<file path="src/design/dbg_cpu_pkg.sv">
`default_nettype none

package dbg_cpu_pkg;

  //////////////////////////////
  // Field widths

  localparam int DATAREG_LEN = 64;  // JTAG data register
  localparam int WORD_BITS   = 32;  // Only 32-bit bus accesses
  localparam int ADDR_LEN    = 32;
  localparam int COUNT_LEN   = 16;  // Words per burst
  localparam int BITCNT_LEN  = 6;   // Must reach 32 for the write CRC
  localparam int OPCODE_LEN  = 4;

  // Bit counter compare points
  localparam logic [BITCNT_LEN-1:0] BIT_LAST     = BITCNT_LEN'(WORD_BITS - 1);
  localparam logic [BITCNT_LEN-1:0] BIT_CRC_DONE = BITCNT_LEN'(WORD_BITS);

  // Opcode bit 2 marks a read
  localparam logic [OPCODE_LEN-1:0] CMD_BWRITE32 = 4'h3;
  localparam logic [OPCODE_LEN-1:0] CMD_BREAD32  = 4'h7;
  localparam logic [OPCODE_LEN-1:0] CMD_IREG_WR  = 4'h9;
  localparam logic [OPCODE_LEN-1:0] CMD_IREG_SEL = 4'hd;

  localparam logic INTREG_STATUS = 1'b0;  // Stall register, the only one

  localparam logic [WORD_BITS-1:0] CRC_POLY = 32'hedb88320;  // Reflected CRC-32
  localparam logic [WORD_BITS-1:0] CRC_INIT = 32'hffffffff;

  //////////////////////////////
  // Burst FSM

  typedef enum logic [3:0] {
    ST_IDLE    = 4'b1011,
    ST_RBEGIN  = 4'b1010,
    ST_RREADY  = 4'b1001,
    ST_RSTATUS = 4'b1000,
    ST_RBURST  = 4'b0111,
    ST_WREADY  = 4'b0110,
    ST_WWAIT   = 4'b0101,
    ST_WBURST  = 4'b0100,
    ST_RCRC    = 4'b0010,
    ST_WCRC    = 4'b0001,
    ST_WMATCH  = 4'b0000
  } state_e;

  // TDO source
  localparam logic [1:0] TDO_READY = 2'b11;
  localparam logic [1:0] TDO_DATA  = 2'b10;
  localparam logic [1:0] TDO_MATCH = 2'b01;
  localparam logic [1:0] TDO_CRC   = 2'b00;

  // Data register seen as burst or internal register command
  typedef union packed {
    struct packed {
      logic                  top_cmd;  // Set for the top level, start bit in a write
      logic [OPCODE_LEN-1:0] opcode;
      logic [3:0]            spare;
      logic [ADDR_LEN-1:0]   addr;
      logic [COUNT_LEN-1:0]  count;
      logic [DATAREG_LEN-ADDR_LEN-COUNT_LEN-OPCODE_LEN-6:0] unused;
    } burst;
    struct packed {
      logic                  top_cmd;
      logic [OPCODE_LEN-1:0] opcode;
      logic                  reg_sel;
      logic                  stall;    // New stall value
      logic [DATAREG_LEN-OPCODE_LEN-4:0] unused;
    } ireg;
  } dbg_cmd_u;

endpackage

`default_nettype wire

</file>
<file path="src/design/dbg_cpu_crc32.sv">
`timescale 1ns/1ns
`default_nettype none

module dbg_cpu_crc32 (
  input  logic                                tck_i,
  input  logic                                tlr_i,
  input  logic                                data_i,    // Serial bit into the CRC
  input  logic                                enable_i,  // One CRC step
  input  logic                                shift_i,   // Shift out without update
  input  logic                                clr_i,     // Back to the seed
  output logic [dbg_cpu_pkg::WORD_BITS-1:0]   crc_o,
  output logic                                serial_o
);

  logic [dbg_cpu_pkg::WORD_BITS-1:0] crc_q;
  logic                              feedback;

  assign feedback = data_i ^ crc_q[0];  // LSB first, reflected form

  always_ff @(posedge tck_i or posedge tlr_i) begin
    if (tlr_i) begin
      crc_q <= dbg_cpu_pkg::CRC_INIT;
    end else if (clr_i) begin
      crc_q <= dbg_cpu_pkg::CRC_INIT;
    end else if (enable_i) begin
      crc_q <= {1'b0, crc_q[dbg_cpu_pkg::WORD_BITS-1:1]}
               ^ (feedback ? dbg_cpu_pkg::CRC_POLY : '0);
    end else if (shift_i) begin
      crc_q <= {1'b0, crc_q[dbg_cpu_pkg::WORD_BITS-1:1]};  // Own output shift register
    end
  end

  assign crc_o    = crc_q;
  assign serial_o = crc_q[0];

endmodule

`default_nettype wire

</file>
<file path="src/design/dbg_cpu_biu.sv">
`timescale 1ns/1ns
`default_nettype none

module dbg_cpu_biu (
  input  logic                              tck_i,
  input  logic                              tlr_i,
  // Request side
  input  logic                              strobe_i,  // Latch request and start
  input  logic                              rd_wrn_i,  // 1 for read
  input  logic [dbg_cpu_pkg::ADDR_LEN-1:0]  addr_i,
  input  logic [dbg_cpu_pkg::WORD_BITS-1:0] data_i,
  output logic [dbg_cpu_pkg::WORD_BITS-1:0] data_o,    // Read data
  output logic                              rdy_o,
  // CPU bus
  output logic [dbg_cpu_pkg::ADDR_LEN-1:0]  cpu_addr_o,
  input  logic [dbg_cpu_pkg::WORD_BITS-1:0] cpu_data_i,
  output logic [dbg_cpu_pkg::WORD_BITS-1:0] cpu_data_o,
  output logic                              cpu_stb_o,
  output logic                              cpu_we_o,
  input  logic                              cpu_ack_i
);

  logic done;

  assign done = cpu_stb_o & cpu_ack_i;  // Bus cycle ends on this edge

  always_ff @(posedge tck_i or posedge tlr_i) begin
    if (tlr_i) begin
      rdy_o      <= 1'b1;
      cpu_stb_o  <= 1'b0;
      cpu_we_o   <= 1'b0;
      cpu_addr_o <= '0;
      cpu_data_o <= '0;
      data_o     <= '0;
    end else if (strobe_i) begin
      rdy_o      <= 1'b0;
      cpu_stb_o  <= 1'b1;      // Bus cycle from the next cycle on
      cpu_we_o   <= ~rd_wrn_i;
      cpu_addr_o <= addr_i;
      cpu_data_o <= data_i;
    end else if (done) begin
      rdy_o     <= 1'b1;
      cpu_stb_o <= 1'b0;
      cpu_we_o  <= 1'b0;
      if (!cpu_we_o) data_o <= cpu_data_i;  // Capture with ack
    end
  end

  // Bus cycle is held until the CPU answers
  assert property (@(posedge tck_i) disable iff (tlr_i)
    cpu_stb_o && !cpu_ack_i |=> cpu_stb_o);

endmodule

`default_nettype wire

</file>
<file path="src/design/dbg_cpu_status_reg.sv">
`timescale 1ns/1ns
`default_nettype none

module dbg_cpu_status_reg (
  input  logic tck_i,
  input  logic tlr_i,
  input  logic we_i,     // Debugger write
  input  logic data_i,   // Stall value to write
  input  logic bp_i,     // Breakpoint from the core
  output logic stall_o
);

  always_ff @(posedge tck_i or posedge tlr_i) begin
    if (tlr_i) begin
      stall_o <= 1'b0;
    end else if (bp_i) begin
      stall_o <= 1'b1;    // Breakpoint wins over a write
    end else if (we_i) begin
      stall_o <= data_i;
    end
  end

endmodule

`default_nettype wire

</file>
<file path="src/design/dbg_cpu_ctrl.sv">
`timescale 1ns/1ns
`default_nettype none

module dbg_cpu_ctrl (
  input  logic                  tck_i,
  input  logic                  tlr_i,
  // TAP strobes
  input  logic                  capture_dr_i,
  input  logic                  shift_dr_i,
  input  logic                  update_dr_i,
  input  logic                  module_select_i,
  input  dbg_cpu_pkg::dbg_cmd_u cmd_i,
  // Status from datapath and BIU
  input  logic                  word_count_zero_i,
  input  logic                  word_count_one_i,
  input  logic                  bit_count_max_i,
  input  logic                  bit_count_32_i,
  input  logic                  biu_ready_i,
  // Datapath controls
  output logic                  addr_sel_o,          // 1 increments
  output logic                  addr_ct_en_o,
  output logic                  op_reg_en_o,
  output logic                  bit_ct_en_o,
  output logic                  bit_ct_rst_o,
  output logic                  word_ct_sel_o,       // 1 decrements
  output logic                  word_ct_en_o,
  output logic                  out_reg_ld_en_o,
  output logic                  out_reg_shift_en_o,
  output logic                  out_reg_data_sel_o,  // 1 for status register
  output logic [1:0]            tdo_sel_o,
  output logic                  biu_strobe_o,
  // CRC controls
  output logic                  crc_clr_o,
  output logic                  crc_en_o,
  output logic                  crc_in_sel_o,        // 1 for tdi
  output logic                  crc_shift_en_o,
  output logic                  status_wr_o,
  output logic                  top_inhibit_o
);

  dbg_cpu_pkg::state_e state_q;
  dbg_cpu_pkg::state_e state_d;
  logic                module_cmd;
  logic                burst_instr;
  logic                rd_fetch;   // Load next read word

  //////////////////////////////
  // Command decode ahead of the opcode latch

  assign module_cmd  = ~cmd_i.burst.top_cmd;
  assign burst_instr = (cmd_i.burst.opcode == dbg_cpu_pkg::CMD_BWRITE32)
                     | (cmd_i.burst.opcode == dbg_cpu_pkg::CMD_BREAD32);

  always_ff @(posedge tck_i or posedge tlr_i) begin
    if (tlr_i) state_q <= dbg_cpu_pkg::ST_IDLE;
    else state_q <= state_d;
  end

  //////////////////////////////
  // Next state

  always_comb begin
    state_d = state_q;
    case (state_q)
      dbg_cpu_pkg::ST_IDLE:
        if (module_select_i && module_cmd && update_dr_i && burst_instr)
          state_d = cmd_i.burst.opcode[2] ? dbg_cpu_pkg::ST_RBEGIN : dbg_cpu_pkg::ST_WREADY;
      dbg_cpu_pkg::ST_RBEGIN:
        state_d = word_count_zero_i ? dbg_cpu_pkg::ST_IDLE : dbg_cpu_pkg::ST_RREADY;
      dbg_cpu_pkg::ST_RREADY:
        if (module_select_i && capture_dr_i) state_d = dbg_cpu_pkg::ST_RSTATUS;
      dbg_cpu_pkg::ST_RSTATUS:
        if (biu_ready_i) state_d = dbg_cpu_pkg::ST_RBURST;
      dbg_cpu_pkg::ST_RBURST:
        if (bit_count_max_i && word_count_zero_i) state_d = dbg_cpu_pkg::ST_RCRC;
      dbg_cpu_pkg::ST_WREADY:
        if (word_count_zero_i) state_d = dbg_cpu_pkg::ST_IDLE;  // Empty burst
        else if (module_select_i && capture_dr_i) state_d = dbg_cpu_pkg::ST_WWAIT;
      dbg_cpu_pkg::ST_WWAIT:
        if (module_select_i && cmd_i.burst.top_cmd) state_d = dbg_cpu_pkg::ST_WBURST;
      dbg_cpu_pkg::ST_WBURST:
        if (bit_count_max_i && word_count_zero_i) state_d = dbg_cpu_pkg::ST_WCRC;
      dbg_cpu_pkg::ST_WCRC:
        if (bit_count_32_i) state_d = dbg_cpu_pkg::ST_WMATCH;
      dbg_cpu_pkg::ST_RCRC, dbg_cpu_pkg::ST_WMATCH: ;  // Held until update
      default: state_d = dbg_cpu_pkg::ST_IDLE;
    endcase
    // Update ends any burst
    if (update_dr_i && state_q != dbg_cpu_pkg::ST_IDLE) state_d = dbg_cpu_pkg::ST_IDLE;
  end

  //////////////////////////////
  // Outputs

  always_comb begin
    addr_sel_o         = 1'b1;
    addr_ct_en_o       = 1'b0;
    op_reg_en_o        = 1'b0;
    bit_ct_en_o        = 1'b0;
    bit_ct_rst_o       = 1'b0;
    word_ct_sel_o      = 1'b1;
    word_ct_en_o       = 1'b0;
    out_reg_ld_en_o    = 1'b0;
    out_reg_shift_en_o = 1'b0;
    out_reg_data_sel_o = 1'b1;
    tdo_sel_o          = dbg_cpu_pkg::TDO_DATA;
    biu_strobe_o       = 1'b0;
    crc_clr_o          = 1'b0;
    crc_en_o           = 1'b0;
    crc_in_sel_o       = 1'b0;
    crc_shift_en_o     = 1'b0;
    status_wr_o        = 1'b0;
    top_inhibit_o      = 1'b0;
    rd_fetch           = 1'b0;
    case (state_q)
      dbg_cpu_pkg::ST_IDLE: begin
        addr_sel_o    = 1'b0;  // Load from the command
        word_ct_sel_o = 1'b0;
        out_reg_shift_en_o = module_select_i & shift_dr_i;    // Status readback
        out_reg_ld_en_o    = module_select_i & capture_dr_i;
        status_wr_o = module_select_i & module_cmd & update_dr_i
                    & (cmd_i.ireg.opcode == dbg_cpu_pkg::CMD_IREG_WR)
                    & (cmd_i.ireg.reg_sel == dbg_cpu_pkg::INTREG_STATUS);
        if (state_d != dbg_cpu_pkg::ST_IDLE) begin
          addr_ct_en_o = 1'b1;
          op_reg_en_o  = 1'b1;
          bit_ct_rst_o = 1'b1;
          word_ct_en_o = 1'b1;
          crc_clr_o    = 1'b1;
        end
      end
      dbg_cpu_pkg::ST_RBEGIN: begin
        if (state_d == dbg_cpu_pkg::ST_RREADY) begin
          biu_strobe_o = 1'b1;  // First read word
          addr_ct_en_o = 1'b1;
        end
      end
      dbg_cpu_pkg::ST_RSTATUS: begin
        tdo_sel_o     = dbg_cpu_pkg::TDO_READY;
        top_inhibit_o = 1'b1;
        rd_fetch      = (state_d == dbg_cpu_pkg::ST_RBURST);
      end
      dbg_cpu_pkg::ST_RBURST: begin
        out_reg_shift_en_o = 1'b1;
        bit_ct_en_o        = 1'b1;
        crc_en_o           = 1'b1;  // CRC over outgoing bits
        top_inhibit_o      = 1'b1;
        rd_fetch           = bit_count_max_i & ~word_count_zero_i;
      end
      dbg_cpu_pkg::ST_RCRC: begin
        tdo_sel_o      = dbg_cpu_pkg::TDO_CRC;
        crc_shift_en_o = 1'b1;
        top_inhibit_o  = 1'b1;
      end
      dbg_cpu_pkg::ST_WWAIT: begin
        top_inhibit_o = 1'b1;
        if (state_d == dbg_cpu_pkg::ST_WBURST) begin
          bit_ct_en_o  = 1'b1;  // tdi already holds the first data bit
          word_ct_en_o = 1'b1;  // Predecrement
          crc_en_o     = 1'b1;
          crc_in_sel_o = 1'b1;
        end
      end
      dbg_cpu_pkg::ST_WBURST: begin
        bit_ct_en_o   = 1'b1;
        crc_en_o      = 1'b1;
        crc_in_sel_o  = 1'b1;
        top_inhibit_o = 1'b1;
        if (bit_count_max_i) begin
          bit_ct_rst_o = 1'b1;
          biu_strobe_o = 1'b1;  // Full word written
          addr_ct_en_o = 1'b1;
          word_ct_en_o = ~word_count_zero_i;
        end
      end
      dbg_cpu_pkg::ST_WCRC: begin
        bit_ct_en_o   = 1'b1;
        top_inhibit_o = 1'b1;
        if (state_d == dbg_cpu_pkg::ST_WMATCH) tdo_sel_o = dbg_cpu_pkg::TDO_MATCH;
      end
      dbg_cpu_pkg::ST_WMATCH: begin
        tdo_sel_o     = dbg_cpu_pkg::TDO_MATCH;
        top_inhibit_o = 1'b1;
      end
      default: ;  // RREADY and WREADY only wait
    endcase
    // Next read word into the shift register
    if (rd_fetch) begin
      out_reg_data_sel_o = 1'b0;
      out_reg_ld_en_o    = 1'b1;
      out_reg_shift_en_o = 1'b0;  // Load replaces the shift
      bit_ct_rst_o       = 1'b1;
      word_ct_en_o       = 1'b1;
      if (!word_count_one_i) begin
        biu_strobe_o = 1'b1;  // Prefetch while this word shifts
        addr_ct_en_o = 1'b1;
      end
    end
  end

  // A new request only after the BIU finished the last one
  assert property (@(posedge tck_i) disable iff (tlr_i) biu_strobe_o |-> biu_ready_i);

  assert property (@(posedge tck_i) disable iff (tlr_i)
    state_q inside {dbg_cpu_pkg::ST_IDLE, dbg_cpu_pkg::ST_RBEGIN, dbg_cpu_pkg::ST_RREADY,
                    dbg_cpu_pkg::ST_RSTATUS, dbg_cpu_pkg::ST_RBURST, dbg_cpu_pkg::ST_RCRC,
                    dbg_cpu_pkg::ST_WREADY, dbg_cpu_pkg::ST_WWAIT, dbg_cpu_pkg::ST_WBURST,
                    dbg_cpu_pkg::ST_WCRC, dbg_cpu_pkg::ST_WMATCH});

endmodule

`default_nettype wire

</file>
<file path="src/design/dbg_cpu_datapath.sv">
`timescale 1ns/1ns
`default_nettype none

module dbg_cpu_datapath (
  input  logic                              tck_i,
  input  logic                              tlr_i,
  input  logic                              tdi_i,
  input  dbg_cpu_pkg::dbg_cmd_u             cmd_i,
  // Controls from the FSM
  input  logic                              addr_sel_i,
  input  logic                              addr_ct_en_i,
  input  logic                              op_reg_en_i,
  input  logic                              bit_ct_en_i,
  input  logic                              bit_ct_rst_i,
  input  logic                              word_ct_sel_i,
  input  logic                              word_ct_en_i,
  input  logic                              out_reg_ld_en_i,
  input  logic                              out_reg_shift_en_i,
  input  logic                              out_reg_data_sel_i,
  input  logic [1:0]                        tdo_sel_i,
  input  logic                              crc_in_sel_i,
  // Data sources
  input  logic [dbg_cpu_pkg::WORD_BITS-1:0] biu_data_i,
  input  logic                              status_i,
  input  logic                              biu_ready_i,
  input  logic [dbg_cpu_pkg::WORD_BITS-1:0] crc_data_i,
  input  logic                              crc_serial_i,
  output logic [dbg_cpu_pkg::ADDR_LEN-1:0]  addr_o,
  output logic [dbg_cpu_pkg::WORD_BITS-1:0] wdata_o,
  output logic                              rd_op_o,
  output logic                              tdo_o,
  output logic                              crc_bit_o,
  output logic                              crc_match_o,
  output logic                              word_count_zero_o,
  output logic                              word_count_one_o,
  output logic                              bit_count_max_o,
  output logic                              bit_count_32_o
);

  logic [dbg_cpu_pkg::DATAREG_LEN-1:0] dr;
  logic [dbg_cpu_pkg::COUNT_LEN-1:0]   word_count_q;
  logic [dbg_cpu_pkg::BITCNT_LEN-1:0]  bit_count_q;
  logic [dbg_cpu_pkg::OPCODE_LEN-1:0]  opcode_q;
  logic [dbg_cpu_pkg::WORD_BITS-1:0]   out_reg_q;   // Shifts right to TDO

  assign dr = cmd_i;  // Raw view of the TAP register

  always_ff @(posedge tck_i or posedge tlr_i) begin
    if (tlr_i) begin
      addr_o       <= '0;
      word_count_q <= '0;
      bit_count_q  <= '0;
      opcode_q     <= '0;
      out_reg_q    <= '0;
    end else begin
      if (addr_ct_en_i) addr_o <= addr_sel_i ? addr_o + 1 : cmd_i.burst.addr;  // Word addressed
      if (word_ct_en_i) word_count_q <= word_ct_sel_i ? word_count_q - 1 : cmd_i.burst.count;
      if (bit_ct_rst_i) bit_count_q <= '0;
      else if (bit_ct_en_i) bit_count_q <= bit_count_q + 1;
      if (op_reg_en_i) opcode_q <= cmd_i.burst.opcode;
      if (out_reg_ld_en_i)
        out_reg_q <= out_reg_data_sel_i ? {{(dbg_cpu_pkg::WORD_BITS-1){1'b0}}, status_i}
                                        : biu_data_i;
      else if (out_reg_shift_en_i)
        out_reg_q <= {1'b0, out_reg_q[dbg_cpu_pkg::WORD_BITS-1:1]};
    end
  end

  assign rd_op_o           = opcode_q[2];
  assign word_count_zero_o = (word_count_q == '0);
  assign word_count_one_o  = (word_count_q == 1);
  assign bit_count_max_o   = (bit_count_q == dbg_cpu_pkg::BIT_LAST);
  assign bit_count_32_o    = (bit_count_q == dbg_cpu_pkg::BIT_CRC_DONE);

  // Last bit still on tdi, earlier 31 in the top of the register
  assign wdata_o   = {tdi_i, dr[dbg_cpu_pkg::DATAREG_LEN-1 -: dbg_cpu_pkg::WORD_BITS-1]};
  assign crc_bit_o = crc_in_sel_i ? tdi_i : out_reg_q[0];
  assign crc_match_o = (dr[dbg_cpu_pkg::DATAREG_LEN-1 -: dbg_cpu_pkg::WORD_BITS] == crc_data_i);

  always_comb begin
    case (tdo_sel_i)
      dbg_cpu_pkg::TDO_READY: tdo_o = biu_ready_i;
      dbg_cpu_pkg::TDO_DATA:  tdo_o = out_reg_q[0];
      dbg_cpu_pkg::TDO_MATCH: tdo_o = crc_match_o;
      default:                tdo_o = crc_serial_i;
    endcase
  end

  // Capture and shift never overlap
  assert property (@(posedge tck_i) disable iff (tlr_i)
    !(out_reg_ld_en_i && out_reg_shift_en_i));

endmodule

`default_nettype wire

</file>
<file path="src/design/dbg_cpu_module.sv">
`timescale 1ns/1ns
`default_nettype none

module dbg_cpu_module (
  input  logic                                tck_i,
  input  logic                                tlr_i,
  // TAP side
  input  logic                                capture_dr_i,
  input  logic                                shift_dr_i,
  input  logic                                update_dr_i,
  input  logic                                tdi_i,
  input  logic [dbg_cpu_pkg::DATAREG_LEN-1:0] data_register_i,
  input  logic                                module_select_i,
  output logic                                module_tdo_o,
  output logic                                top_inhibit_o,
  // CPU bus
  output logic [dbg_cpu_pkg::ADDR_LEN-1:0]    cpu_addr_o,
  output logic [dbg_cpu_pkg::WORD_BITS-1:0]   cpu_data_o,
  input  logic [dbg_cpu_pkg::WORD_BITS-1:0]   cpu_data_i,
  output logic                                cpu_stb_o,
  output logic                                cpu_we_o,
  input  logic                                cpu_ack_i,
  input  logic                                cpu_bp_i,
  output logic                                cpu_stall_o
);

  wire dbg_cpu_pkg::dbg_cmd_u cmd = data_register_i;

  logic                              addr_sel, addr_ct_en, op_reg_en, bit_ct_en, bit_ct_rst;
  logic                              word_ct_sel, word_ct_en;
  logic                              out_reg_ld_en, out_reg_shift_en, out_reg_data_sel;
  logic [1:0]                        tdo_sel;
  logic                              biu_strobe, biu_ready, rd_op, status_wr;
  logic                              crc_clr, crc_en, crc_in_sel, crc_shift_en, crc_bit, crc_serial;
  logic                              word_count_zero, word_count_one, bit_count_max, bit_count_32;
  logic [dbg_cpu_pkg::ADDR_LEN-1:0]  addr;
  logic [dbg_cpu_pkg::WORD_BITS-1:0] wdata, rdata, crc_data;

  dbg_cpu_ctrl u_ctrl (
    .tck_i(tck_i), .tlr_i(tlr_i),
    .capture_dr_i(capture_dr_i), .shift_dr_i(shift_dr_i), .update_dr_i(update_dr_i),
    .module_select_i(module_select_i), .cmd_i(cmd),
    .word_count_zero_i(word_count_zero), .word_count_one_i(word_count_one),
    .bit_count_max_i(bit_count_max), .bit_count_32_i(bit_count_32), .biu_ready_i(biu_ready),
    .addr_sel_o(addr_sel), .addr_ct_en_o(addr_ct_en), .op_reg_en_o(op_reg_en),
    .bit_ct_en_o(bit_ct_en), .bit_ct_rst_o(bit_ct_rst),
    .word_ct_sel_o(word_ct_sel), .word_ct_en_o(word_ct_en),
    .out_reg_ld_en_o(out_reg_ld_en), .out_reg_shift_en_o(out_reg_shift_en),
    .out_reg_data_sel_o(out_reg_data_sel), .tdo_sel_o(tdo_sel), .biu_strobe_o(biu_strobe),
    .crc_clr_o(crc_clr), .crc_en_o(crc_en), .crc_in_sel_o(crc_in_sel),
    .crc_shift_en_o(crc_shift_en), .status_wr_o(status_wr), .top_inhibit_o(top_inhibit_o)
  );

  dbg_cpu_datapath u_datapath (
    .tck_i(tck_i), .tlr_i(tlr_i), .tdi_i(tdi_i), .cmd_i(cmd),
    .addr_sel_i(addr_sel), .addr_ct_en_i(addr_ct_en), .op_reg_en_i(op_reg_en),
    .bit_ct_en_i(bit_ct_en), .bit_ct_rst_i(bit_ct_rst),
    .word_ct_sel_i(word_ct_sel), .word_ct_en_i(word_ct_en),
    .out_reg_ld_en_i(out_reg_ld_en), .out_reg_shift_en_i(out_reg_shift_en),
    .out_reg_data_sel_i(out_reg_data_sel), .tdo_sel_i(tdo_sel), .crc_in_sel_i(crc_in_sel),
    .biu_data_i(rdata), .status_i(cpu_stall_o), .biu_ready_i(biu_ready),
    .crc_data_i(crc_data), .crc_serial_i(crc_serial),
    .addr_o(addr), .wdata_o(wdata), .rd_op_o(rd_op), .tdo_o(module_tdo_o),
    .crc_bit_o(crc_bit), .crc_match_o(),
    .word_count_zero_o(word_count_zero), .word_count_one_o(word_count_one),
    .bit_count_max_o(bit_count_max), .bit_count_32_o(bit_count_32)
  );

  dbg_cpu_biu u_biu (
    .tck_i(tck_i), .tlr_i(tlr_i), .strobe_i(biu_strobe), .rd_wrn_i(rd_op),
    .addr_i(addr), .data_i(wdata), .data_o(rdata), .rdy_o(biu_ready),
    .cpu_addr_o(cpu_addr_o), .cpu_data_i(cpu_data_i), .cpu_data_o(cpu_data_o),
    .cpu_stb_o(cpu_stb_o), .cpu_we_o(cpu_we_o), .cpu_ack_i(cpu_ack_i)
  );

  dbg_cpu_crc32 u_crc (
    .tck_i(tck_i), .tlr_i(tlr_i), .data_i(crc_bit), .enable_i(crc_en),
    .shift_i(crc_shift_en), .clr_i(crc_clr), .crc_o(crc_data), .serial_o(crc_serial)
  );

  dbg_cpu_status_reg u_status (
    .tck_i(tck_i), .tlr_i(tlr_i), .we_i(status_wr), .data_i(cmd.ireg.stall),
    .bp_i(cpu_bp_i), .stall_o(cpu_stall_o)
  );

endmodule

`default_nettype wire

</file>
<file path="config.mk">
export PLATFORM = sky130hd
export DESIGN_NAME = dbg_cpu_module
export DESIGN_NICKNAME = d
export VERILOG_FILES = /design/src/design/dbg_cpu_pkg.sv /design/src/design/dbg_cpu_crc32.sv /design/src/design/dbg_cpu_biu.sv /design/src/design/dbg_cpu_status_reg.sv /design/src/design/dbg_cpu_ctrl.sv /design/src/design/dbg_cpu_datapath.sv /design/src/design/dbg_cpu_module.sv
export SDC_FILE = /design/constraint.sdc
export NUM_CORES = 1
export LEC_CHECK = 0
export ABC_AREA = 0
export BUFFER_PORTS_ARGS = -buffer_cell sky130_fd_sc_hd__buf_4
export CAP_MARGIN = 40
export CORE_MARGIN = 1
export CORE_UTILIZATION = 34
export CTS_CLUSTER_DIAMETER = 50
export DETAILED_ROUTE_END_ITERATION = 7
export GPL_TIMING_DRIVEN = 0
export PLACE_DENSITY_LB_ADDON = 0.08
export SYNTH_ARGS = -nofsm -noshare
export SYNTH_HDL_FRONTEND = slang
export SYNTH_HIERARCHICAL = 1
export SYNTH_SLANG_ARGS = --single-unit
export TNS_END_PERCENT = 30
</file>
<file path="constraint.sdc">
create_clock -name tck_i -period 3.72 [get_ports tck_i]
set_input_delay 0.186 -clock tck_i [delete_from_list [all_inputs] [get_ports tck_i]]
set_output_delay 0.186 -clock tck_i [all_outputs]
set_load 0.05 [all_outputs]
</file>
==> results of run 1 <==
==> kinds of logic after synthesis <==
kind of cell | Yosys count | synth area share [%]
xor+xnor | 38 | 2.84
simple gates | 337 | 15.2
compound gates | 247 | 13.4
flops | 223 | 48.1
fa+ha+maj | 6 | 0.641
buf+inv | 134 | 6.64
mux | 140 | 13.1
==> stage by stage <==
stage | utilization [%] | hold WS (ns) | power, mW | std cells | setup TNS [ns]
global route | 48.0 | 0.0230 | 14.9 | 1899 | -13.32
finish | 48.0 | 0.0151 | 14.0 | 1899 | -6.60
global placement | 40.1 | 0.0667 | 10.0 | 1739 | -135.42
CTS | 47.3 | 0.00166 | 14.0 | 1894 | -10.83
detailed placement | 40.5 | 0.0909 | 10.1 | 1745 | -30.44
floorplan | - | -0.0853 | 8.27 | 1125 | -1.21
==> report_power, final <==
| group | total (mW) | internal (mW) | switching [mW] |
|---|---|---|---|
| clock network | 3.43 | 2.23 | 1.20 |
| logic | 6.03 | 2.38 | 3.65 |
| registers | 4.56 | 3.59 | 0.965 |
| total | 14.0 | 8.20 | 5.82 |
==> layer usage <==
metal	up-vias	share of wire, %
met5	-	0
met4	0	2.9
met3	63	4.5
met2	273	47
met1	4922	46
li1	4667	-
==> flip-flops by register name, indices dropped and copies added (netlist names), 4 cells and up <==
| signal | cells |
|---|---|
| u_biu/cpu_addr_o | 32 |
| u_datapath/word_count_q | 16 |
| u_datapath/addr_o | 32 |
| u_biu/cpu_data_o | 32 |
| u_datapath/bit_count_q | 6 |
| u_ctrl/state_q | 4 |
| u_crc/crc_o | 32 |
| u_datapath/out_reg_q | 32 |
| u_biu/data_o | 32 |
==> worst min-delay path by stage <==
stage / from / to
after floorplan: tlr_i / u_status/stall_o
after global placement: tlr_i / u_status/stall_o
after detailed placement: tlr_i / u_status/stall_o
after CTS: data_register_i[23] / u_datapath/addr_o[0]
after global routing: data_register_i[55] / u_biu/cpu_data_o[22]
final: data_register_i[23] / u_datapath/addr_o[0]
==> synth_stat cells (7+ instances only) <==
library cell,instances,area share [%]
dfrtp_1,187,40
nand2_1,123,3.9
a21oi_1,85,3.6
mux2_2,61,5.9
o21ai_0,59,2.5
buf_4,43,2.8
mux2i_1,41,3.5
nor2_1,39,1.3
mux2_1,37,3.6
clkbuf_1,36,1.2
dfstp_2,36,8.1
xor2_1,36,2.7
nand3_1,28,1.2
inv_1,27,0.87
nor3_1,26,1.1
o22ai_1,25,1.3
nand3b_1,21,1.3
nand4_1,18,0.96
buf_2,15,0.64
o32ai_1,15,1.1
nor4_1,11,0.59
and3_1,9,0.48
nand2b_1,7,0.37
nor2b_1,7,0.37
o31a_1,7,0.52
o41ai_1,7,0.52
==> worst register-to-register path: cells and delay by family, from the launching register on <==
family / cells / cell delay [ns]
and+or+nand+nor: 10 / 2.06
buffers and inverters: 4 / 0.57
AOI/OAI and AO/OA: 3 / 0.49
DFF: 1 / 0.38
muxes: 1 / 0.36
xor gates and xnor gates: 1 / 0.19
==> area by class of cell <==
class / instances / area share (%)
Timing Repair Buffer: 263 / 14.1
Buffer: 106 / 4.66
Multi-Input combinational cell: 769 / 34.8
Tap cell: 448 / 3.46
Inverter: 27 / 0.657
Clock inverter: 20 / 1.59
Sequential cell: 223 / 34.8
Clock buffer: 43 / 6.05
==> what timing repair did <==
| action | CTS | global route |
|---|---|---|
| gates resized for setup | 60 | 62 |
| hold buffers | 54 | 0 |
| hold endpoints to repair | 172 | 0 |
| setup buffers | 28 | 9 |
| endpoints found under the setup margin | 127 | 132 |
| pin swaps | 26 | 49 |
| gates cloned | 5 | 0 |
==> layout by cell type, fill, tap and decap left out, types with 32 or more instances in the layout <==
cell type / count
buf_4: 225
dfrtp_1: 186
nand2_1: 100
a21oi_1: 83
mux2_2: 59
o21ai_0: 58
dlygate4sd3_1: 54
mux2i_1: 41
clkbuf_16: 37
mux2_1: 37
nor2_1: 37
dfstp_2: 36
xor2_1: 35
clkbuf_1: 32
==> metrics.md, run 1 <==
| Metric | Value |
|---|---|
| Status | `complete, but fails checks` |
| Violated checks | `setup timing` |
| Overall Global Routing Usage | `20.8%` |
| Worst Setup Path Type | `flop to output pin` |
| Met2 Use GR | `33.8%` |
| Total Wirelength | `35,900 um` |
| Final min period | `4.19 ns` |
| Critical Path Start | `u_datapath/word_count_q[8]` |
| Main synth FF type | `dfrtp_1` |
| Final Cycle Share | `113%` |
| CTS tree | `done` |
| Max_cap viols | `0` |
| Clk sinks | `223` |
| Initial antenna violation count | `0` |
| Initial Util | `34.7%` |
| Largest driver fanout on the critical path | `3` |
| Drt initial violations | `557` |
| Worst reg2reg path startpoint | `u_datapath/word_count_q[8]` |
| Syn_nets | `1,236` |
| Library cells used by synthesis | `83` |
| Die ar. | `35,200 um^2` |
| Vias | `9,925` |
| Area of the multi-input gates | `5630 um^2` |
| Worst-margin pin slew | `0.808 ns` |
| Filler cells | `3,261` |
| Sequential Area | `5630 um^2` |
| Crit path DAT | `4.00 ns` |
| Post-DP Area | `13,600 um^2` |
| Longest Clk Path Bufs | `3` |
| Met3 Track Usage GR | `3.11%` |
| PD cells | `866 nW/um^2` |
| Crit start category | `flop` |
| Hpwl dp | `25,100 um` |
| IO buf count | `166` |
| Cts bufs inserted | `35` |
| ANT cells | `0` |
| Post-synthesis sequential area ratio | `48.1%` |
| Met1 Usage GRT | `28.3%` |
| First-pass DRT Iterations | `5` |
| Pre-CTS setup slack | `-0.654 ns` |
| Synthesized area per cell | `10.4 um^2` |
| Fin. Hold Viols | `0` |
| Core box area | `33,700 um^2` |
| Worst path top cell family by delay | `simple AND/OR/NAND/NOR gates` |
| Routed Antenna Nets | `0` |
| Hold Crit Depth | `3` |
| Slew Viols, Final | `0` |
| GRT overflow | `0` |
| CP Depth | `14` |
| Synth Warn # | `6` |
| Final setup violation count | `29` |
| Wire per inst | `18.9 um` |
| CTS Root Cell | `clkbuf_16` |
| First-pass GRT wire length | `58,000 um` |
| Seq cells post-synth | `223` |
| Unrepaired setup endpoints after global routing | `true` |
| Setup crit end | `module_tdo_o` |
| Fin nets | `1,536` |
| Worst-path clk slew | `0.05 ns` |
| DR vias/cell | `5.23` |
| Number of synthesized flops with an enable pin | `0` |
| Setup WS post-layout | `-0.469 ns` |
| FF-to-FF End | `u_crc/crc_o[27]` |
| Worst r2r path cells | `19` |
| Achievable frequency | `0.239 GHz` |
| Crit-path cells | `or4_4 -> or4_4 -> nor2_4 -> nand3_2 -> nor2_2 -> buf_6 -> nand2_4 -> a31oi_4 -> o21ai_2 -> nor4_4 -> nand3_2 -> o32ai_2 -> mux4_2 -> buf_8` |
| Crit path buffers/inverters | `2` |
| CP peak stage delay | `0.58 ns` |
| # rows | `67` |
| Grt peak-use layer | `met2` |
| Hold Path Class | `input pin to flop` |
| Largest net degree at the start of global routing | `55` |
| Clock Skews | `0.0144 ns` |
| CP Data Required Time | `3.53 ns` |
| Critical-path top delay cell | `mux4_2` |
| FFs w/ async S/R, synth | `100%` |
| Worst skew pair latency | `0.50 ns` |
| Crit. End Element | `output pin` |
| Vias in the first global route | `10,108` |
| Post-Synthesis Cells | `1,125` |
| Area grow syn2layout | `38.3%` |
| Chip height | `188 um` |
| Placer Congestion | `0.884` |
| Share of cells above drive strength 1 | `36.2%` |
| Cell area after layout | `16,200 um^2` |
| Post-route DRC violation count | `0` |
| Die W | `188 um` |
| Leak | `6.91 nW` |
| Rel. slew slack | `45.7%` |
| Max rail drop VDD | `0.497 mV` |
| Htree depth | `2` |
| Reg2Reg Setup Slack | `-0.39 ns` |
| Post-Syn Area | `11,700 um^2` |
| Ports | `174` |
Note: power is estimated with default switching activity, not from simulation.
==> run 2: changes to the inputs <==
==> constraint.sdc (replaced) <==
create_clock -name tck_i -period 3.72 [get_ports tck_i]
set_input_delay 0.372 -clock tck_i [delete_from_list [all_inputs] [get_ports tck_i]]
set_output_delay 0.372 -clock tck_i [all_outputs]
set_load 0.05 [all_outputs]
==> metrics.md, run 2 (synthesis results as in run 1) <==
| Metric | Value |
|---|---|
| Status | `complete, but fails checks` |
| Violated checks | `setup timing` |
| Initial Util | `34.7%` |
| Vias | `9,604` |
| Largest net degree at the start of global routing | `56` |
| Hpwl dp | `24,700 um` |
| Wire per inst | `19.1 um` |
| Placer Congestion | `0.893` |
| Die ar. | `35,200 um^2` |
| Final Cycle Share | `114%` |
| Htree depth | `2` |
| Worst-margin pin slew | `0.802 ns` |
| Drt initial violations | `638` |
| PD cells | `892 nW/um^2` |
| Final min period | `4.25 ns` |
| Achievable frequency | `0.235 GHz` |
| CP peak stage delay | `0.55 ns` |
| Crit-path cells | `or4_4 -> or4_4 -> nor2_4 -> nand3_2 -> nor2_1 -> buf_4 -> nand2_4 -> a31oi_4 -> o21ai_2 -> nor4_4 -> nand3_2 -> o32ai_4 -> mux4_2 -> buf_6` |
| Crit path DAT | `3.88 ns` |
| Slew Viols, Final | `0` |
| Min Hold Slack | `0.0651 ns` |
| Clk sinks | `223` |
| Vias in the first global route | `9,601` |
| Rel. slew slack | `46.4%` |
| TNS Setup | `-5.84 ns` |
| Fin nets | `1,473` |
| CP Data Required Time | `3.35 ns` |
| Total Wirelength | `35,000 um` |
| Fin. Hold Viols | `0` |
| Most frequent cells in the layout | `227 x buf_4, 186 x dfrtp_1, 107 x nand2_1` |
| Hold Path Class | `input pin to flop` |
| Critical-path top delay cell | `or4_4` |
| Longest Clk Path Bufs | `3` |
| Chip height | `188 um` |
| Area grow syn2layout | `32.0%` |
| # rows | `67` |
| Post-route DRC violation count | `0` |
| Share of cells above drive strength 1 | `36.2%` |
| Largest driver fanout on the critical path | `3` |
| Ports | `174` |
| Core box area | `33,700 um^2` |
| Crit start category | `flop` |
| Worst skew pair latency | `0.51 ns` |
| Setup WS post-layout | `-0.530 ns` |
| DR vias/cell | `5.23` |
| CTS Root Cell | `clkbuf_16` |
| Cts bufs inserted | `35` |
| Routed Antenna Nets | `0` |
| First-pass GRT wire length | `55,600 um` |
| Crit. End Element | `output pin` |
| Leak | `6.55 nW` |
| Power Total | `13.8 mW` |
| CTS tree | `done` |
| Max_cap viols | `0` |
| Die W | `188 um` |
| Worst Setup Path Type | `flop to output pin` |
| Initial antenna violation count | `0` |
| Most common cell after layout, fill and taps aside | `buf_4` |
| Worst-path clk slew | `0.05 ns` |
| IO buf count | `166` |
| Final setup violation count | `37` |
| GRT overflow | `0` |
| Max rail drop VDD | `0.421 mV` |
| Unrepaired setup endpoints after global routing | `true` |
| Clock Skews | `0.0212 ns` |
| Overall Global Routing Usage | `20.0%` |
| First-pass DRT Iterations | `5` |
## run 2: stage by stage
stage / instance area (um^2) / setup slack [ns] / utilization (%) / std cells
finish: 15400 / -0.530 / 45.8 / 1837
CTS: 15300 / -0.693 / 45.3 / 1829
detailed placement: 13600 / -0.658 / 40.4 / 1743
global placement: 13500 / -1.06 / 40.2 / 1739
floorplan: 11700 / -0.112 / - / 1125
global route: 15400 / -0.683 / 45.8 / 1836
## run 2: final timing paths
check                                            to  slack, ns  cells after the start                        from
max                                    module_tdo_o      -0.53                     14  u_datapath/word_count_q[8]
max in group asynchronous               u_biu/rdy_o       2.44                      4                       tlr_i
min reg2reg                u_datapath/out_reg_q[14]       0.47                      2            u_biu/data_o[14]
min in group asynchronous          u_status/stall_o       0.31                      3                       tlr_i
max reg2reg                         u_crc/crc_o[31]      -0.35                     18  u_datapath/word_count_q[8]
min                                u_status/stall_o       0.07                      2                    cpu_bp_i
## run 2: critical path, delay by kind of cell (launching register included)
family	cells	cell delay, ns
AND/OR/NAND/NOR	8	1.72
multiplexers	1	0.54
AO/OA/AOI/OAI	3	0.40
flip-flops	1	0.38
buffers and inverters	2	0.32
## run 2: final cells by class
type	instances	area [um^2]
diodes	1	2.50
plain buffers	105	718
clock buffers	45	986
clock inverters	18	209
fillers	3281	18300
inverters	27	106
multi-input cells	770	5580
flip-flops and latches	223	5630
well taps	448	561
repair buffers	200	1660
## run 2: where the power goes
part / internal [mW] / switching (mW) / leakage [nW]
Combinational: 2.33 / 3.60 / 3.34
Sequential: 3.59 / 0.936 / 2.64
Clock: 2.10 / 1.22 / 0.573
Total: 8.03 / 5.76 / 6.55
## run 2: metal layers
layer	track usage, %	part of all wire (%)	up-vias
met4	6.29	2.5	0
met3	4.10	5.6	63
li1	-	-	4542
met5	0	0	-
met2	31.8	46	297
met1	27.3	45	4702
## run 2: repair_timing
| action | CTS | global route |
|---|---|---|
| hold endpoints to repair | 2 | 0 |
| pin swaps | 24 | 23 |
| hold buffers | 1 | 0 |
| endpoints found under the setup margin | 126 | 133 |
| setup buffers | 19 | 7 |
| resized for setup | 52 | 37 |
| cloned | 4 | 1 |
==> run 3: changes to the inputs <==
==> constraint.sdc (replaced) <==
create_clock -name tck_i -period 3.5 [get_ports tck_i]
set_input_delay 0.35 -clock tck_i [delete_from_list [all_inputs] [get_ports tck_i]]
set_output_delay 0.35 -clock tck_i [all_outputs]
set_load 0.05 [all_outputs]
==> metrics.md, run 3 (synthesis results as in run 1) <==
| Metric | Value |
|---|---|
| Status | `complete, but fails checks` |
| Violated checks | `setup timing` |
| Worst-path clk slew | `0.05 ns` |
| Hold Path Class | `input pin to flop` |
| PD cells | `941 nW/um^2` |
| Final min period | `4.40 ns` |
| Post-DP Area | `13,600 um^2` |
| Clock Skews | `0.0197 ns` |
| Total Wirelength | `36,200 um` |
| Area grow syn2layout | `35.3%` |
| Crit-path cells | `or4_4 -> or4_4 -> nor2_4 -> nand3_2 -> nor2_2 -> buf_6 -> nand2_4 -> a31oi_4 -> o21ai_2 -> nor4_4 -> nand3_2 -> o32ai_4 -> mux4_2 -> buf_6` |
| Core box area | `33,700 um^2` |
| CP Data Required Time | `3.15 ns` |
| First-pass GRT wire length | `56,500 um` |
| Overall Global Routing Usage | `20.3%` |
| Fin. Hold Viols | `0` |
| Pre-CTS setup slack | `-0.889 ns` |
| Hpwl dp | `25,100 um` |
| GRT overflow | `0` |
| Largest net degree at the start of global routing | `55` |
| Sequential Area | `5630 um^2` |
| Max rail drop VDD | `0.564 mV` |
| CTS Root Cell | `clkbuf_16` |
| Die W | `188 um` |
| Routed Antenna Nets | `0` |
| Die ar. | `35,200 um^2` |
| Htree depth | `2` |
| ANT cells | `0` |
| Achievable frequency | `0.227 GHz` |
| Placer Congestion | `0.902` |
| Worst skew pair latency | `0.52 ns` |
| Crit path buffers/inverters | `2` |
| Longest Clk Path Bufs | `3` |
| CP peak stage delay | `0.56 ns` |
| # rows | `67` |
| CTS tree | `done` |
| Worst path top cell family by delay | `simple AND/OR/NAND/NOR gates` |
| Most common cell after layout, fill and taps aside | `buf_4` |
| Ports | `174` |
| Cts bufs inserted | `36` |
| Setup WS post-layout | `-0.896 ns` |
| Wire per inst | `19.6 um` |
| CP Depth | `14` |
| Initial antenna violation count | `0` |
| Drt initial violations | `570` |
| Filler cells | `3,275` |
| Area of the multi-input gates | `5610 um^2` |
| Vias in the first global route | `9,846` |
| Crit path DAT | `4.05 ns` |
| Worst r2r path cells | `19` |
| Crit. End Element | `output pin` |
| Max_cap viols | `0` |
| Clk sinks | `223` |
| Unrepaired setup endpoints after global routing | `true` |
| Hold Crit Depth | `2` |
| IO buf count | `166` |
| Post-route DRC violation count | `0` |
| First-pass DRT Iterations | `5` |
| Rel. slew slack | `45.4%` |
| Final Cycle Share | `126%` |
| Critical-path top delay cell | `mux4_2` |
| Crit start category | `flop` |
| DR vias/cell | `5.26` |
| Initial Util | `34.7%` |
| Vias | `9,714` |
| Slew Viols, Final | `0` |
| Fin nets | `1,485` |
| Share of cells above drive strength 1 | `37.7%` |
| Chip height | `188 um` |
| Largest driver fanout on the critical path | `4` |
| Worst-margin pin slew | `0.813 ns` |
| Leak | `6.69 nW` |
| Most frequent cells in the layout | `231 x buf_4, 187 x dfrtp_1, 115 x nand2_1` |
| Final setup violation count | `190` |
| Cell area after layout | `15,800 um^2` |
| Worst Setup Path Type | `flop to output pin` |
[run 3: through the flow]
stage	total power, mW	utilization (%)	hold slack, ns	TNS [ns]	std cells
floorplan	8.80	-	0.0787	-5.74	1125
global placement	10.7	40.1	0.231	-251.28	1739
detailed placement	10.8	40.4	0.254	-59.26	1743
CTS	14.8	46.1	0.0154	-51.86	1837
global route	15.7	47.0	0.0281	-113.26	1847
finish	14.9	47.0	0.0394	-81.90	1847
[run 3: power by group]
part	switching, mW	internal (mW)	leakage, nW
clock	1.30	2.29	0.585
sequential	1.01	3.82	2.64
combinational	3.90	2.57	3.46
[run 3: routing by layer]
metal / GRT usage, % / up-vias / part of all wire, %
met5: 0 / - / 0
met4: 6.07 / 0 / 2.0
met3: 3.57 / 54 / 5.5
met2: 33.1 / 313 / 47
met1: 27.4 / 4782 / 45
li1: - / 4565 / -
[run 3: final cells by class]
type	count	area share [%]
timing repair buffer	211	11.4
buffer	106	5.66
sequential	223	35.5
clock buffer	46	6.45
clock inverter	17	1.26
multi-input combinational	769	35.5
tap	448	3.54
inverter	27	0.688
[run 3: path summary, 6_finish.rpt]
kind                                                  from          endpoint  slack (ns)
min in group asynchronous                            tlr_i  u_status/stall_o        0.30
max in group asynchronous                            tlr_i       u_biu/rdy_o        2.13
worst max-delay path            u_datapath/word_count_q[8]      module_tdo_o       -0.90
worst min-delay path                              cpu_bp_i  u_status/stall_o        0.04
worst min register to register      u_datapath/opcode_q[2]    u_biu/cpu_we_o        0.46
worst max register to register  u_datapath/word_count_q[8]   u_crc/crc_o[20]       -0.79
[run 3: worst register-to-register path, cell delays in order (launching register included)]
cell and delay (ns):
dfrtp_1 0.41, or4_4 0.55, or4_4 0.46, nor2_4 0.13, nand3_2 0.09, nor2_2 0.13
buf_6 0.12, nand2_4 0.05, a31oi_4 0.18, o21ai_2 0.08, nor4_4 0.28, nand3_2 0.18
buf_6 0.17, buf_12 0.12, a211oi_4 0.21, mux2_4 0.38, xor2_4 0.19, buf_6 0.16
a32oi_1 0.18, o31a_1 0.17
[run 3: what timing repair did]
item                                   in CTS  in global routing
setup endpoints to repair                 164                218
pin swaps                                  12                 19
endpoints found under the hold margin       5                  0
hold buffers                                1                  0
setup buffers                              26                  9
cloned                                      5                  3
resized for setup                         115                 39
